==> config.mk <==
export PLATFORM = sky130hd
export DESIGN_NAME = silicon_net
export DESIGN_NICKNAME = d
export VERILOG_FILES = /design/src/source/net_pkg.sv /design/src/source/silicon_net.sv /design/src/source/switch_fabric.sv /design/src/source/port_connector.sv /design/src/source/net_controller.sv /design/src/source/forward_table.sv
export SDC_FILE = /design/constraint.sdc
export NUM_CORES = 2
export LEC_CHECK = 0
export ABC_AREA = 1
export CAP_MARGIN = 20
export CELL_PAD_IN_SITES_DETAIL_PLACEMENT = 0
export CELL_PAD_IN_SITES_GLOBAL_PLACEMENT = 2
export CORE_MARGIN = 2
export CORE_UTILIZATION = 30
export DETAILED_ROUTE_END_ITERATION = 16
export DONT_BUFFER_PORTS = 1
export GPL_TIMING_DRIVEN = 0
export PLACE_DENSITY_LB_ADDON = 0.1
export SLEW_MARGIN = 20
export SYNTH_ARGS = -nofsm -noshare
export SYNTH_HDL_FRONTEND = slang
export SYNTH_HIERARCHICAL = 1
export SYNTH_SLANG_ARGS = --single-unit
==> constraint.sdc <==
create_clock -name clk -period 6.8 [get_ports clk]
set_input_delay 0.34 -clock clk [delete_from_list [all_inputs] [get_ports clk]]
set_output_delay 0.34 -clock clk [all_outputs]
set_load 0.1 [all_outputs]
==> src/source/net_pkg.sv <==
// Shared widths, field positions and register-bus codes, imported by every RTL block of the network
package net_pkg;

    // Port and data sizes
    localparam int NUM_PORTS   = 4;
    localparam int PORT_W      = 2;
    localparam int DATA_W      = 32;
    localparam int KEY_W       = 8;

    // Forwarding table and counters
    localparam int NUM_ENTRIES = 8;
    localparam int ENTRY_W     = 3;
    localparam int CNT_W       = 16;

    // Register bus address width
    localparam int ADDR_W      = 16;

    // Entry layout in the write data, also used for readback
    localparam int KEY_LSB     = 0;
    localparam int MASK_LSB    = 8;
    localparam int EP_LSB      = 16;
    localparam int VALID_BIT   = 18;

    // Address fields
    localparam int IDX_LSB     = 0;
    localparam int PORT_LSB    = 4;
    localparam int OP_LSB      = 8;

    // Register-bus operations, other codes are ignored
    typedef enum logic [3:0] {
        OP_WRITE_ENTRY  = 4'd1,
        OP_READ_ENTRY   = 4'd2,
        OP_READ_COUNTER = 4'd3
    } ctl_op_e;

    // Counter select, taken from the index field
    typedef enum logic {
        CNT_FORWARDED = 1'b0,
        CNT_DROPPED   = 1'b1
    } cnt_sel_e;

endpackage
==> src/source/silicon_net.sv <==
// Top level of the four-port message network: register controller, port connectors and crossbar
`timescale 1ns/1ps

module silicon_net (
    input  logic                        clk,
    input  logic                        rst_n_i,

    // RX side
    output logic [net_pkg::DATA_W-1:0]  sa_data_o   [net_pkg::NUM_PORTS],
    output logic                        sa_valid_o  [net_pkg::NUM_PORTS],
    output logic                        sa_first_o  [net_pkg::NUM_PORTS],
    output logic                        sa_last_o   [net_pkg::NUM_PORTS],
    input  logic                        sa_ready_i  [net_pkg::NUM_PORTS],

    // TX side
    input  logic [net_pkg::DATA_W-1:0]  sa_data_i   [net_pkg::NUM_PORTS],
    input  logic                        sa_valid_i  [net_pkg::NUM_PORTS],
    input  logic                        sa_first_i  [net_pkg::NUM_PORTS],
    input  logic                        sa_last_i   [net_pkg::NUM_PORTS],
    output logic                        sa_ready_o  [net_pkg::NUM_PORTS],

    // Register bus
    input  logic                        ctl_read_i,
    input  logic                        ctl_write_i,
    input  logic [net_pkg::ADDR_W-1:0]  ctl_addr_i,
    input  logic [net_pkg::DATA_W-1:0]  ctl_wrdata_i,
    output logic [net_pkg::DATA_W-1:0]  ctl_rddata_o,
    output logic                        ctl_rdvalid_o
);
    import net_pkg::*;

    // Controller to connectors
    logic               cfg_wr       [NUM_PORTS];
    logic               cfg_rd_entry [NUM_PORTS];
    logic               cnt_rd       [NUM_PORTS];
    logic [ENTRY_W-1:0] cfg_idx;
    logic [DATA_W-1:0]  cfg_entry;
    cnt_sel_e           cnt_sel;
    logic               rd_valid     [NUM_PORTS];
    logic [DATA_W-1:0]  rd_data      [NUM_PORTS];

    // Connectors to switch
    logic               req_valid    [NUM_PORTS];
    logic               req_first    [NUM_PORTS];
    logic               req_last     [NUM_PORTS];
    logic [DATA_W-1:0]  req_data     [NUM_PORTS];
    logic [PORT_W-1:0]  req_dest     [NUM_PORTS];
    logic               req_ready    [NUM_PORTS];

    net_controller u_ctrl (
        .clk            (clk),
        .rst_n_i        (rst_n_i),
        .ctl_read_i     (ctl_read_i),
        .ctl_write_i    (ctl_write_i),
        .ctl_addr_i     (ctl_addr_i),
        .ctl_wrdata_i   (ctl_wrdata_i),
        .ctl_rddata_o   (ctl_rddata_o),
        .ctl_rdvalid_o  (ctl_rdvalid_o),
        .rd_valid_i     (rd_valid),
        .rd_data_i      (rd_data),
        .cfg_wr_o       (cfg_wr),
        .cfg_rd_entry_o (cfg_rd_entry),
        .cnt_rd_o       (cnt_rd),
        .cfg_idx_o      (cfg_idx),
        .cfg_entry_o    (cfg_entry),
        .cnt_sel_o      (cnt_sel)
    );

    for (genvar p = 0; p < NUM_PORTS; p++) begin : gen_port
        port_connector u_conn (
            .clk            (clk),
            .rst_n_i        (rst_n_i),
            .sa_data_i      (sa_data_i[p]),
            .sa_valid_i     (sa_valid_i[p]),
            .sa_first_i     (sa_first_i[p]),
            .sa_last_i      (sa_last_i[p]),
            .sa_ready_o     (sa_ready_o[p]),
            .cfg_wr_i       (cfg_wr[p]),
            .cfg_rd_entry_i (cfg_rd_entry[p]),
            .cnt_rd_i       (cnt_rd[p]),
            .cfg_idx_i      (cfg_idx),
            .cfg_entry_i    (cfg_entry),
            .cnt_sel_i      (cnt_sel),
            .rd_valid_o     (rd_valid[p]),
            .rd_data_o      (rd_data[p]),
            .req_valid_o    (req_valid[p]),
            .req_first_o    (req_first[p]),
            .req_last_o     (req_last[p]),
            .req_data_o     (req_data[p]),
            .req_dest_o     (req_dest[p]),
            .req_ready_i    (req_ready[p])
        );
    end

    // Switch outputs drive the RX side directly
    switch_fabric u_switch (
        .clk         (clk),
        .rst_n_i     (rst_n_i),
        .req_valid_i (req_valid),
        .req_first_i (req_first),
        .req_last_i  (req_last),
        .req_data_i  (req_data),
        .req_dest_i  (req_dest),
        .req_ready_o (req_ready),
        .out_valid_o (sa_valid_o),
        .out_first_o (sa_first_o),
        .out_last_o  (sa_last_o),
        .out_data_o  (sa_data_o),
        .out_ready_i (sa_ready_i)
    );

endmodule

==> src/source/switch_fabric.sv <==
// Crossbar that locks each output to one input for a whole message, round-robin among requesters
`timescale 1ns/1ps

module switch_fabric (
    input  logic                       clk,
    input  logic                       rst_n_i,

    // Per input
    input  logic                       req_valid_i [net_pkg::NUM_PORTS],
    input  logic                       req_first_i [net_pkg::NUM_PORTS],
    input  logic                       req_last_i  [net_pkg::NUM_PORTS],
    input  logic [net_pkg::DATA_W-1:0] req_data_i  [net_pkg::NUM_PORTS],
    input  logic [net_pkg::PORT_W-1:0] req_dest_i  [net_pkg::NUM_PORTS],
    output logic                       req_ready_o [net_pkg::NUM_PORTS],

    // Per output
    output logic                       out_valid_o [net_pkg::NUM_PORTS],
    output logic                       out_first_o [net_pkg::NUM_PORTS],
    output logic                       out_last_o  [net_pkg::NUM_PORTS],
    output logic [net_pkg::DATA_W-1:0] out_data_o  [net_pkg::NUM_PORTS],
    input  logic                       out_ready_i [net_pkg::NUM_PORTS]
);
    import net_pkg::*;

    // Lock state per output
    logic              busy_q    [NUM_PORTS];
    logic [PORT_W-1:0] owner_q   [NUM_PORTS];
    logic [PORT_W-1:0] last_q    [NUM_PORTS];

    logic              grant_v   [NUM_PORTS];
    logic [PORT_W-1:0] grant_idx [NUM_PORTS];

    ////////////////////////////////////////////////////////////////////////////
    // Arbitration
    ////////////////////////////////////////////////////////////////////////////

    // Candidates scanned from farthest to nearest after the last winner,
    // so the nearest requester is the one kept
    always_comb begin
        logic [PORT_W-1:0] cand;
        for (int o = 0; o < NUM_PORTS; o++) begin
            grant_v[o]   = 1'b0;
            grant_idx[o] = last_q[o];
            for (int k = NUM_PORTS; k >= 1; k--) begin
                cand = last_q[o] + PORT_W'(k);
                if (req_valid_i[cand] && req_first_i[cand] && (req_dest_i[cand] == PORT_W'(o))) begin
                    grant_v[o]   = 1'b1;
                    grant_idx[o] = cand;
                end
            end
        end
    end

    always_ff @(posedge clk or negedge rst_n_i) begin
        if (!rst_n_i) begin
            for (int o = 0; o < NUM_PORTS; o++) begin
                busy_q[o]  <= 1'b0;
                owner_q[o] <= '0;
                last_q[o]  <= PORT_W'(NUM_PORTS - 1);
            end
        end else begin
            for (int o = 0; o < NUM_PORTS; o++) begin
                if (!busy_q[o] && grant_v[o]) begin
                    busy_q[o]  <= 1'b1;
                    owner_q[o] <= grant_idx[o];
                    last_q[o]  <= grant_idx[o];
                end else if (out_valid_o[o] && out_ready_i[o] && out_last_o[o]) begin
                    busy_q[o] <= 1'b0;
                end
            end
        end
    end

    ////////////////////////////////////////////////////////////////////////////
    // Datapath
    ////////////////////////////////////////////////////////////////////////////

    always_comb begin
        for (int o = 0; o < NUM_PORTS; o++) begin
            out_valid_o[o] = busy_q[o] && req_valid_i[owner_q[o]];
            out_first_o[o] = req_first_i[owner_q[o]];
            out_last_o[o]  = req_last_i[owner_q[o]];
            out_data_o[o]  = req_data_i[owner_q[o]];
        end
    end

    // Ready goes back to the owner only
    always_comb begin
        for (int i = 0; i < NUM_PORTS; i++) begin
            req_ready_o[i] = 1'b0;
        end
        for (int o = 0; o < NUM_PORTS; o++) begin
            if (busy_q[o]) begin
                req_ready_o[owner_q[o]] = out_ready_i[o];
            end
        end
    end

endmodule

==> src/source/port_connector.sv <==
// Per-port TX framing, route lookup, discard of unroutable messages, counters and read replies
`timescale 1ns/1ps

module port_connector (
    input  logic                        clk,
    input  logic                        rst_n_i,

    // TX beats from the stack/app side
    input  logic [net_pkg::DATA_W-1:0]  sa_data_i,
    input  logic                        sa_valid_i,
    input  logic                        sa_first_i,
    input  logic                        sa_last_i,
    output logic                        sa_ready_o,

    // Configuration from the controller
    input  logic                        cfg_wr_i,
    input  logic                        cfg_rd_entry_i,
    input  logic                        cnt_rd_i,
    input  logic [net_pkg::ENTRY_W-1:0] cfg_idx_i,
    input  logic [net_pkg::DATA_W-1:0]  cfg_entry_i,
    input  net_pkg::cnt_sel_e           cnt_sel_i,
    output logic                        rd_valid_o,
    output logic [net_pkg::DATA_W-1:0]  rd_data_o,

    // Toward the switch
    output logic                        req_valid_o,
    output logic                        req_first_o,
    output logic                        req_last_o,
    output logic [net_pkg::DATA_W-1:0]  req_data_o,
    output logic [net_pkg::PORT_W-1:0]  req_dest_o,
    input  logic                        req_ready_i
);
    import net_pkg::*;

    typedef enum logic [1:0] {
        ST_IDLE,
        ST_FWD,
        ST_DROP
    } state_e;

    state_e            state_q;
    logic [PORT_W-1:0] dest_q;
    logic              hit;
    logic [PORT_W-1:0] hit_ep;
    logic [DATA_W-1:0] tbl_entry;
    logic              fwd_now;
    logic              drop_now;
    logic              beat;
    logic [CNT_W-1:0]  fwd_cnt_q;
    logic [CNT_W-1:0]  drop_cnt_q;

    forward_table u_table (
        .clk          (clk),
        .rst_n_i      (rst_n_i),
        .wr_i         (cfg_wr_i),
        .wr_idx_i     (cfg_idx_i),
        .wr_entry_i   (cfg_entry_i),
        .lookup_key_i (sa_data_i[KEY_W-1:0]),
        .hit_o        (hit),
        .hit_ep_o     (hit_ep),
        .rd_idx_i     (cfg_idx_i),
        .rd_entry_o   (tbl_entry)
    );

    ////////////////////////////////////////////////////////////////////////////
    // Framing
    ////////////////////////////////////////////////////////////////////////////

    // A beat seen in idle opens a message and is routed on its key
    always_comb begin
        fwd_now    = 1'b0;
        drop_now   = 1'b0;
        req_dest_o = dest_q;
        case (state_q)
            ST_IDLE: begin
                fwd_now    = hit;
                drop_now   = !hit;
                req_dest_o = hit_ep;
            end
            ST_FWD:  fwd_now  = 1'b1;
            default: drop_now = 1'b1;
        endcase
    end

    assign req_valid_o = sa_valid_i && fwd_now;
    assign req_first_o = sa_first_i;
    assign req_last_o  = sa_last_i;
    assign req_data_o  = sa_data_i;
    assign sa_ready_o  = drop_now || (fwd_now && req_ready_i);
    assign beat        = sa_valid_i && sa_ready_o;

    always_ff @(posedge clk or negedge rst_n_i) begin
        if (!rst_n_i) begin
            state_q    <= ST_IDLE;
            fwd_cnt_q  <= '0;
            drop_cnt_q <= '0;
        end else if (beat) begin
            if (sa_last_i) begin
                state_q <= ST_IDLE;
            end else if (state_q == ST_IDLE) begin
                state_q <= hit ? ST_FWD : ST_DROP;
            end
            // Messages are counted on their last beat
            if (sa_last_i && fwd_now) begin
                fwd_cnt_q <= fwd_cnt_q + 1'b1;
            end
            if (sa_last_i && drop_now) begin
                drop_cnt_q <= drop_cnt_q + 1'b1;
            end
        end
    end

    // Endpoint held for the rest of the message
    always_ff @(posedge clk) begin
        if (state_q == ST_IDLE) begin
            dest_q <= hit_ep;
        end
    end

    ////////////////////////////////////////////////////////////////////////////
    // Read replies
    ////////////////////////////////////////////////////////////////////////////

    always_ff @(posedge clk or negedge rst_n_i) begin
        if (!rst_n_i) begin
            rd_valid_o <= 1'b0;
        end else begin
            rd_valid_o <= cfg_rd_entry_i || cnt_rd_i;
        end
    end

    always_ff @(posedge clk) begin
        if (cfg_rd_entry_i) begin
            rd_data_o <= tbl_entry;
        end else begin
            case (cnt_sel_i)
                CNT_FORWARDED: rd_data_o <= DATA_W'(fwd_cnt_q);
                default:       rd_data_o <= DATA_W'(drop_cnt_q);
            endcase
        end
    end

endmodule

==> src/source/net_controller.sv <==
// Register-bus front end that turns accesses into per-port table strobes and returns read replies
`timescale 1ns/1ps

module net_controller (
    input  logic                        clk,
    input  logic                        rst_n_i,

    input  logic                        ctl_read_i,
    input  logic                        ctl_write_i,
    input  logic [net_pkg::ADDR_W-1:0]  ctl_addr_i,
    input  logic [net_pkg::DATA_W-1:0]  ctl_wrdata_i,
    output logic [net_pkg::DATA_W-1:0]  ctl_rddata_o,
    output logic                        ctl_rdvalid_o,

    input  logic                        rd_valid_i     [net_pkg::NUM_PORTS],
    input  logic [net_pkg::DATA_W-1:0]  rd_data_i      [net_pkg::NUM_PORTS],
    output logic                        cfg_wr_o       [net_pkg::NUM_PORTS],
    output logic                        cfg_rd_entry_o [net_pkg::NUM_PORTS],
    output logic                        cnt_rd_o       [net_pkg::NUM_PORTS],
    output logic [net_pkg::ENTRY_W-1:0] cfg_idx_o,
    output logic [net_pkg::DATA_W-1:0]  cfg_entry_o,
    output net_pkg::cnt_sel_e           cnt_sel_o
);
    import net_pkg::*;

    ctl_op_e           op;
    logic [PORT_W-1:0] port;
    logic              rd_pend_q;
    logic [PORT_W-1:0] rd_port_q;

    // Address split
    assign op          = ctl_op_e'(ctl_addr_i[OP_LSB +: $bits(ctl_op_e)]);
    assign port        = ctl_addr_i[PORT_LSB +: PORT_W];
    assign cfg_idx_o   = ctl_addr_i[IDX_LSB +: ENTRY_W];
    assign cfg_entry_o = ctl_wrdata_i;
    assign cnt_sel_o   = cnt_sel_e'(ctl_addr_i[IDX_LSB]);

    // One strobe toward the addressed port in the cycle of the access
    always_comb begin
        for (int p = 0; p < NUM_PORTS; p++) begin
            cfg_wr_o[p]       = ctl_write_i && (op == OP_WRITE_ENTRY) && (port == PORT_W'(p));
            cfg_rd_entry_o[p] = ctl_read_i && (op == OP_READ_ENTRY) && (port == PORT_W'(p));
            cnt_rd_o[p]       = ctl_read_i && (op == OP_READ_COUNTER) && (port == PORT_W'(p));
        end
    end

    // Read pipeline of two cycles
    // Port replies in the first cycle and the bus sees it in the second
    always_ff @(posedge clk or negedge rst_n_i) begin
        if (!rst_n_i) begin
            rd_pend_q     <= 1'b0;
            ctl_rdvalid_o <= 1'b0;
        end else begin
            rd_pend_q     <= ctl_read_i;
            ctl_rdvalid_o <= rd_pend_q;
        end
    end

    // Unknown opcodes get no port reply and answer with zero
    always_ff @(posedge clk) begin
        rd_port_q    <= port;
        ctl_rddata_o <= rd_valid_i[rd_port_q] ? rd_data_i[rd_port_q] : '0;
    end

endmodule

==> src/source/forward_table.sv <==
// Per-port forwarding table with masked key match, lowest entry first, and register readback
`timescale 1ns/1ps

module forward_table (
    input  logic                        clk,
    input  logic                        rst_n_i,

    input  logic                        wr_i,
    input  logic [net_pkg::ENTRY_W-1:0] wr_idx_i,
    input  logic [net_pkg::DATA_W-1:0]  wr_entry_i,

    input  logic [net_pkg::KEY_W-1:0]   lookup_key_i,
    output logic                        hit_o,
    output logic [net_pkg::PORT_W-1:0]  hit_ep_o,

    input  logic [net_pkg::ENTRY_W-1:0] rd_idx_i,
    output logic [net_pkg::DATA_W-1:0]  rd_entry_o
);
    import net_pkg::*;

    logic [NUM_ENTRIES-1:0] valid_q;
    logic [KEY_W-1:0]       key_q  [NUM_ENTRIES];
    logic [KEY_W-1:0]       mask_q [NUM_ENTRIES];
    logic [PORT_W-1:0]      ep_q   [NUM_ENTRIES];

    always_ff @(posedge clk or negedge rst_n_i) begin
        if (!rst_n_i) begin
            valid_q <= '0;
        end else if (wr_i) begin
            valid_q[wr_idx_i] <= wr_entry_i[VALID_BIT];
        end
    end

    // Entry contents
    always_ff @(posedge clk) begin
        if (wr_i) begin
            key_q[wr_idx_i]  <= wr_entry_i[KEY_LSB +: KEY_W];
            mask_q[wr_idx_i] <= wr_entry_i[MASK_LSB +: KEY_W];
            ep_q[wr_idx_i]   <= wr_entry_i[EP_LSB +: PORT_W];
        end
    end

    // Walk from the top so the lowest matching index is left standing
    always_comb begin
        hit_o    = 1'b0;
        hit_ep_o = '0;
        for (int e = NUM_ENTRIES - 1; e >= 0; e--) begin
            if (valid_q[e] && (((lookup_key_i ^ key_q[e]) & mask_q[e]) == '0)) begin
                hit_o    = 1'b1;
                hit_ep_o = ep_q[e];
            end
        end
    end

    // Readback in write-data layout
    always_comb begin
        rd_entry_o                        = '0;
        rd_entry_o[KEY_LSB +: KEY_W]      = key_q[rd_idx_i];
        rd_entry_o[MASK_LSB +: KEY_W]     = mask_q[rd_idx_i];
        rd_entry_o[EP_LSB +: PORT_W]      = ep_q[rd_idx_i];
        rd_entry_o[VALID_BIT]             = valid_q[rd_idx_i];
    end

endmodule

---- Word-level counts from Yosys, hierarchy flattened ----
Memory sizes are Yosys's and may differ from the RTL's.
Index checks and enable logic that the tools add are counted.
word-level totals
  output and inout port bits .............. 177
  RAM bits ................................ 576
  word-level logic and storage cells ...... 779
  flip-flop bits (word level) ............. 364
  memories ................................ 12
  input bits .............................. 196
cells by class
  magnitude comparators ................... 27
  add/sub/neg operators ................... 20
  equal/unequal tests ..................... 22
  bitwise logic cells ..................... 86
  reduce and logical (&&, ||, !) cells .... 197
  muxes and demuxes ....................... 367
memories
  name                               words  width  read ports  clocked after memory_dff  write ports  line                 source
  gen_port[0].u_conn.u_table.key_q   8      8      9           0                         1            forward_table.sv:22  logic [KEY_W-1:0] key_q [NUM_ENTRIES];
  gen_port[0].u_conn.u_table.mask_q  8      8      9           0                         1            forward_table.sv:23  logic [KEY_W-1:0] mask_q [NUM_ENTRIES];
  gen_port[1].u_conn.u_table.key_q   8      8      9           0                         1            forward_table.sv:22
  gen_port[1].u_conn.u_table.mask_q  8      8      9           0                         1            forward_table.sv:23
  gen_port[2].u_conn.u_table.key_q   8      8      9           0                         1            forward_table.sv:22
  gen_port[2].u_conn.u_table.mask_q  8      8      9           0                         1            forward_table.sv:23
  +6 memories                        --     --     --          --                        --           --
operators by type and width
  kind                                                              count
  32-bit binary-select mux with 2-bit select                        5
  32-bit two-way mux                                                10
  8-bit bitwise AND                                                 32
  8-bit logical NOT                                                 32
  8-bit XOR                                                         32
  2-bit two-way mux                                                 92
  1-bit two-way mux                                                 163
  16-bit by 1-bit adder with 16-bit output (second input constant)  8
  1-bit logical AND                                                 120
  1-bit binary-select mux with 2-bit select                         45
  19-bit two-way mux                                                4
  2-bit binary-select mux with 2-bit select                         16
  16-bit two-way mux                                                4
  3-bit >= comparator (second input constant)                       21
  2-bit NOT with 3-bit output                                       21
  8-bit bitwise mux                                                 4
  2-bit AND reduction                                               12
  2-bit == test (second input constant)                             10
  2-bit by 1-bit == test with 1-bit output (second input constant)  9
  2-bit logical NOT                                                 9
  2-bit adder (second input constant)                               8
  4-bit two-way mux                                                 4
  1-bit case mux with 2 select lines                                8
  2-bit nonzero test                                                8
  other kinds (13)                                                  42

---- Depth between registers and ports, before layout ----
An unclocked memory read counts as a cell.
  depth in word-level cells ............... 26
  gate-level depth with buffers ........... 29
  gate-level depth less buffers ........... 29

---- By module ----
The synthesis kept the hierarchy.
modules (own cells, without submodules)
  module                                      cells each  area an instance (sq um)  sequential area each (sq um)  instances
  port_connector                              412         3291.9                    1556.5                        4
  forward_table (gen_port[0].u_conn.u_table)  795         7508.5                    4524.3                        1
  forward_table (gen_port[3].u_conn.u_table)  800         7507.2                    4524.3                        1
  forward_table (gen_port[1].u_conn.u_table)  792         7499.7                    4524.3                        1
  forward_table (gen_port[2].u_conn.u_table)  797         7464.7                    4524.3                        1
  switch_fabric                               776         4825.9                    510.5                         1
  net_controller                              551         3007.9                    730.7                         1

---- Least setup slack after synthesis ----
Ideal clock, no wire load.
  path type ............................... register to register
  start ................................... mem gen_port[3].u_conn.u_table.key_q[3][6]
  end ..................................... reg u_switch/busy_q[0] (netlist bit)
  path slack .............................. 2.903 ns
  library setup time ...................... 0.120 ns
  data required time ...................... 6.680 ns
  data arrival time ....................... 3.777 ns
  buffers on the path ..................... 0
  cell stages (with the launch flop) ...... 16
  cells stage by stage .................... edfxtp_1 > or2_2 > nand3_1 > o21ai_1 > nor3_1 > nand3b_1 > nand2_2 > nor3_1 > nand4_1 > o21ai_4 > nor2_1 > nand2_1 > a41oi_1 > nand3_1 > nand2_1 > nand2_1
RTL lines
  what                             line                 source
  from (decl)                      forward_table.sv:22
  to (signal, indexed assignment)  switch_fabric.sv:57  busy_q[o] <= 1'b0;
  to (signal, indexed assignment)  switch_fabric.sv:64  busy_q[o] <= 1'b1;
  to (signal, indexed assignment)  switch_fabric.sv:68  busy_q[o] <= 1'b0;
  to (decl)                        switch_fabric.sv:26  logic busy_q [NUM_PORTS];

==> summary.txt <==
Outcome
  – Run status: finished clean

STA
  – Setup repair after global routing missed its margin: false
  – Clock Skews: 0.0598 ns
  – Slew @ Worst Pin: 1.22 ns
  – Fin Setup TNS: 0 ns
  – Highest Clock Rate: 0.182 GHz
  – Clock period minus final worst setup slack: 5.49 ns
  – Hold Violations, Final: 0
  – Slew HR: 21.1%
  – Final count of negative-setup-slack endpoints: 0
  – Ratio of final minimum period to clock period: 80.8%
  – Final-layout worst hold slack: 0.0680 ns
  – Number of max-slew violations in the final report: 0

Global route
  – Pin count of the biggest net entering global routing: 195
  – Number of global-route vias before repair: 42,689
  – All-Layer GR Usage: 25.7%
  – First-pass GRT wire length: 321,000 µm
  – Overflow left after global routing: 0
  – Number of antenna violations at the first check in global routing: 20

CTS
  – Maximum clock insertion buffer count: 3
  – Post-cts hold buffer count: 21
  – CTS root buf: sky130_fd_sc_hd__clkbuf_16
  – Worst-skew pair later-pin latency: 0.79 ns
  – Number of buffers created by CTS: 116
  – Count of cells resized by post-cts repair: 0
  – Number of H-tree levels: 3
  – Count of clock tree sinks: 940
  – Post-CTS setup-driven buffer insertion count: 0
  – Clock-pin slew on the worst setup and hold paths: 0.06 ns
  – CTS tree: done

Cells and area
  – Final layout net count: 6,548
  – Share of final-layout standard cells stronger than drive strength 1: 14.3%
  – Layout Area Growth over Synthesis: 20.0%
  – Filler cells: 17,589
  – Post-layout utilization of the core: 36.1%
  – Number of standard cells in the layout, taps in and fillers out: 8,673

Worst setup path
  – Worst endpoint required time: 6.46 ns
  – Category of the worst setup path capture point: primary output
  – Slack of the worst reg-to-reg path: 2.12 ns
  – Worst Setup Path Type: flop to primary output
  – Critical R2R Capture: u_switch/owner_q[6]
  – Data arrival time of the worst path: 5.15 ns
  – Cell count of the worst reg-to-reg path: 19
  – Critical R2R Launch: gen_port[3].u_conn/u_table/key_q[3][6]
  – Startpoint type of the worst setup path: flop
  – Maximum fanout along the worst path: 6
  – Start point of the critical path: gen_port[3].u_conn/u_table/key_q[3][6]

Power and ir drop
  – Fraction of power spent switching nets: 43.6%
  – Leak: 0.0251 µW
  – PwrDens: 350 nW/µm²
  – Combinational share of power: 36.9%
  – Switching pwr: 9310 µW
  – Part of the power in registers: 31.0%
  – Clock Power Share: 32.1%
  – Internal power contribution: 12,000 µW
  – Worst vdd ir: 214 µV

Synthesis
  – Total of warnings raised by yosys: 6
  – Post-Synthesis Cells: 6,146
  – Post-Synthesis Mean Instance Area: 8.28 µm²
  – Combined area of all synthesized cells: 50,900 µm²

Detailed routing
  – Wire length reported by the detailed router: 227,000 µm
  – Vias per cell: 5.07
  – Antenna Nets Post-Route: 0
  – Wire per inst: 26.2 µm
  – DR pass1 iterations: 6
  – Count of vias placed by the detailed router: 43,990
  – DRC: 0
  – Count of routing violations after the opening detailed-route iteration: 4,024

Worst hold path
  – Worst Hold Path Cells: 1
  – Worst Hold Launch: ctl_wrdata_i[17]
  – Hold Crit Class: input port to flop
  – Hold Path Sink: gen_port[0].u_conn/u_table/ep_q[6][1]

Placement
  – IO Port Bufs: 0
  – Final weighted congestion in routability-driven placement: 0.859
  – Post-Place Cells: 8,421
  – Half-perimeter wire length of the detailed placement result: 166,000 µm

Floorplan
  – Die Span Y: 416 µm
  – Initial Util: 30.1%
  – I/O pin count: 373
  – Core Rows: 151
  – Core Region: 169,000 µm²
  – Width of the die: 416 µm
  – Die ar.: 173,000 µm²

Run
  – Max_cap viols: 0
## worst max-delay path by stage
stage,endpoint,slack (ns),cells past startpoint
CTS,sa_valid_o[3],1.25,14
detailed placement,sa_valid_o[3],1.95,15
global route,sa_valid_o[3],1.14,14
floorplan,u_switch/busy_q[0],2.90,15
global placement,u_switch/busy_q[0],1.02,15
finish,sa_valid_o[3],1.31,14
## metrics by stage
step / area [µm²] / setup slack, ns / power (µW)
6_report: 61100 / 1.31 / 21300
5_1_grt: 61000 / 1.14 / 22000
4_1_cts: 60900 / 1.25 / 21500
3_5_place_dp: 56500 / 1.95 / 14500
3_3_place_gp: 53800 / 1.02 / 13600
2_1_floorplan: 51100 / 2.90 / 12200
## cell type report
type | count | area, µm² | share of cell area [%]
Sequential cell | 940 | 25600 | 41.9
Buffer | 474 | 3000 | 4.92
Inverter | 762 | 2860 | 4.68
Timing Repair Buffer | 32 | 430 | 0.705
Tap cell | 2218 | 2780 | 4.55
Clock buffer | 168 | 3420 | 5.60
Multi-Input combinational cell | 4018 | 22200 | 36.3
Clock inverter | 53 | 793 | 1.30
Antenna cell | 8 | 20.0 | 0.0328
## routing by layer
| layer | vias to the layer above | track usage (%) | wire, µm |
|---|---|---|---|
| met3 | 318 | 3.95 | 13300 |
| met4 | 2 | 8.43 | 8400 |
| met1 | 21572 | 35.3 | 102000 |
| met2 | 1436 | 41.3 | 103000 |
| met5 | - | 0 | 13 |
| li1 | 20662 | - | - |
## flip-flops by register name, summed over array words and instances (netlist names)
name / count
u_ctrl/ctl_rdvalid_o: 1
gen_port.u_conn/u_table/ep_q: 64
gen_port.u_conn/drop_cnt_q: 64
gen_port.u_conn/rd_data_o: 128
u_switch/owner_q: 8
u_ctrl/rd_port_q: 2
u_ctrl/ctl_rddata_o: 32
u_switch/busy_q: 4
gen_port.u_conn/state_q: 8
u_ctrl/rd_pend_q: 1
gen_port.u_conn/fwd_cnt_q: 64
gen_port.u_conn/u_table/valid_q: 32
gen_port.u_conn/u_table/mask_q: 256
gen_port.u_conn/u_table/key_q: 256
gen_port.u_conn/rd_valid_o: 4
gen_port.u_conn/dest_q: 8
u_switch/last_q: 8
## power groups by stage
stage          Clock [µW]  Sequential, µW  Combinational [µW]
5_1_grt              7190            6650                8200
3_5_place_dp            0            6740                7770
6_report             6840            6620                7880
3_3_place_gp            0            6730                6920
4_1_cts              7000            6620                7830
2_1_floorplan           0            6660                5520
## worst max-delay path, stage by stage, from the launching register on
cell                        delay (ns)
sky130_fd_sc_hd__edfxtp_1         0.43
sky130_fd_sc_hd__or2_2            0.31
sky130_fd_sc_hd__nand3_1          0.06
sky130_fd_sc_hd__o21ai_1          0.07
sky130_fd_sc_hd__nor3_1           0.53
sky130_fd_sc_hd__nand3b_1         0.29
sky130_fd_sc_hd__nand2_2          0.16
sky130_fd_sc_hd__nor3_1           0.08
sky130_fd_sc_hd__nand4_1          0.37
sky130_fd_sc_hd__o21ai_4          0.17
sky130_fd_sc_hd__nor2_1           0.68
sky130_fd_sc_hd__nand2_1          0.12
sky130_fd_sc_hd__o2111ai_1        0.15
sky130_fd_sc_hd__inv_1            0.09
sky130_fd_sc_hd__nor2_2           0.85
## layout by cell type (no fill, tap or decap), drive strengths merged, types with 9 or more instances in the layout
cell and count:
nand4 43, o221ai 137, nand3 353, nor3 35, dlygate4sd3 20, or2 54
o22ai 37, a21oi 287, o211ai 14, a22oi 136, edfxtp 576, o21a 9
xnor2 37, clkinv 38, bufinv 18, xor2 51, buf 328, clkbuf 326
nand2 1478, dfxtp 170, a221oi 10, conb 52, nand3b 18, dfrtp 186
inv 753, a31oi 81, nor2 706, o21ai 454
(Power assumes the default switching activity.)
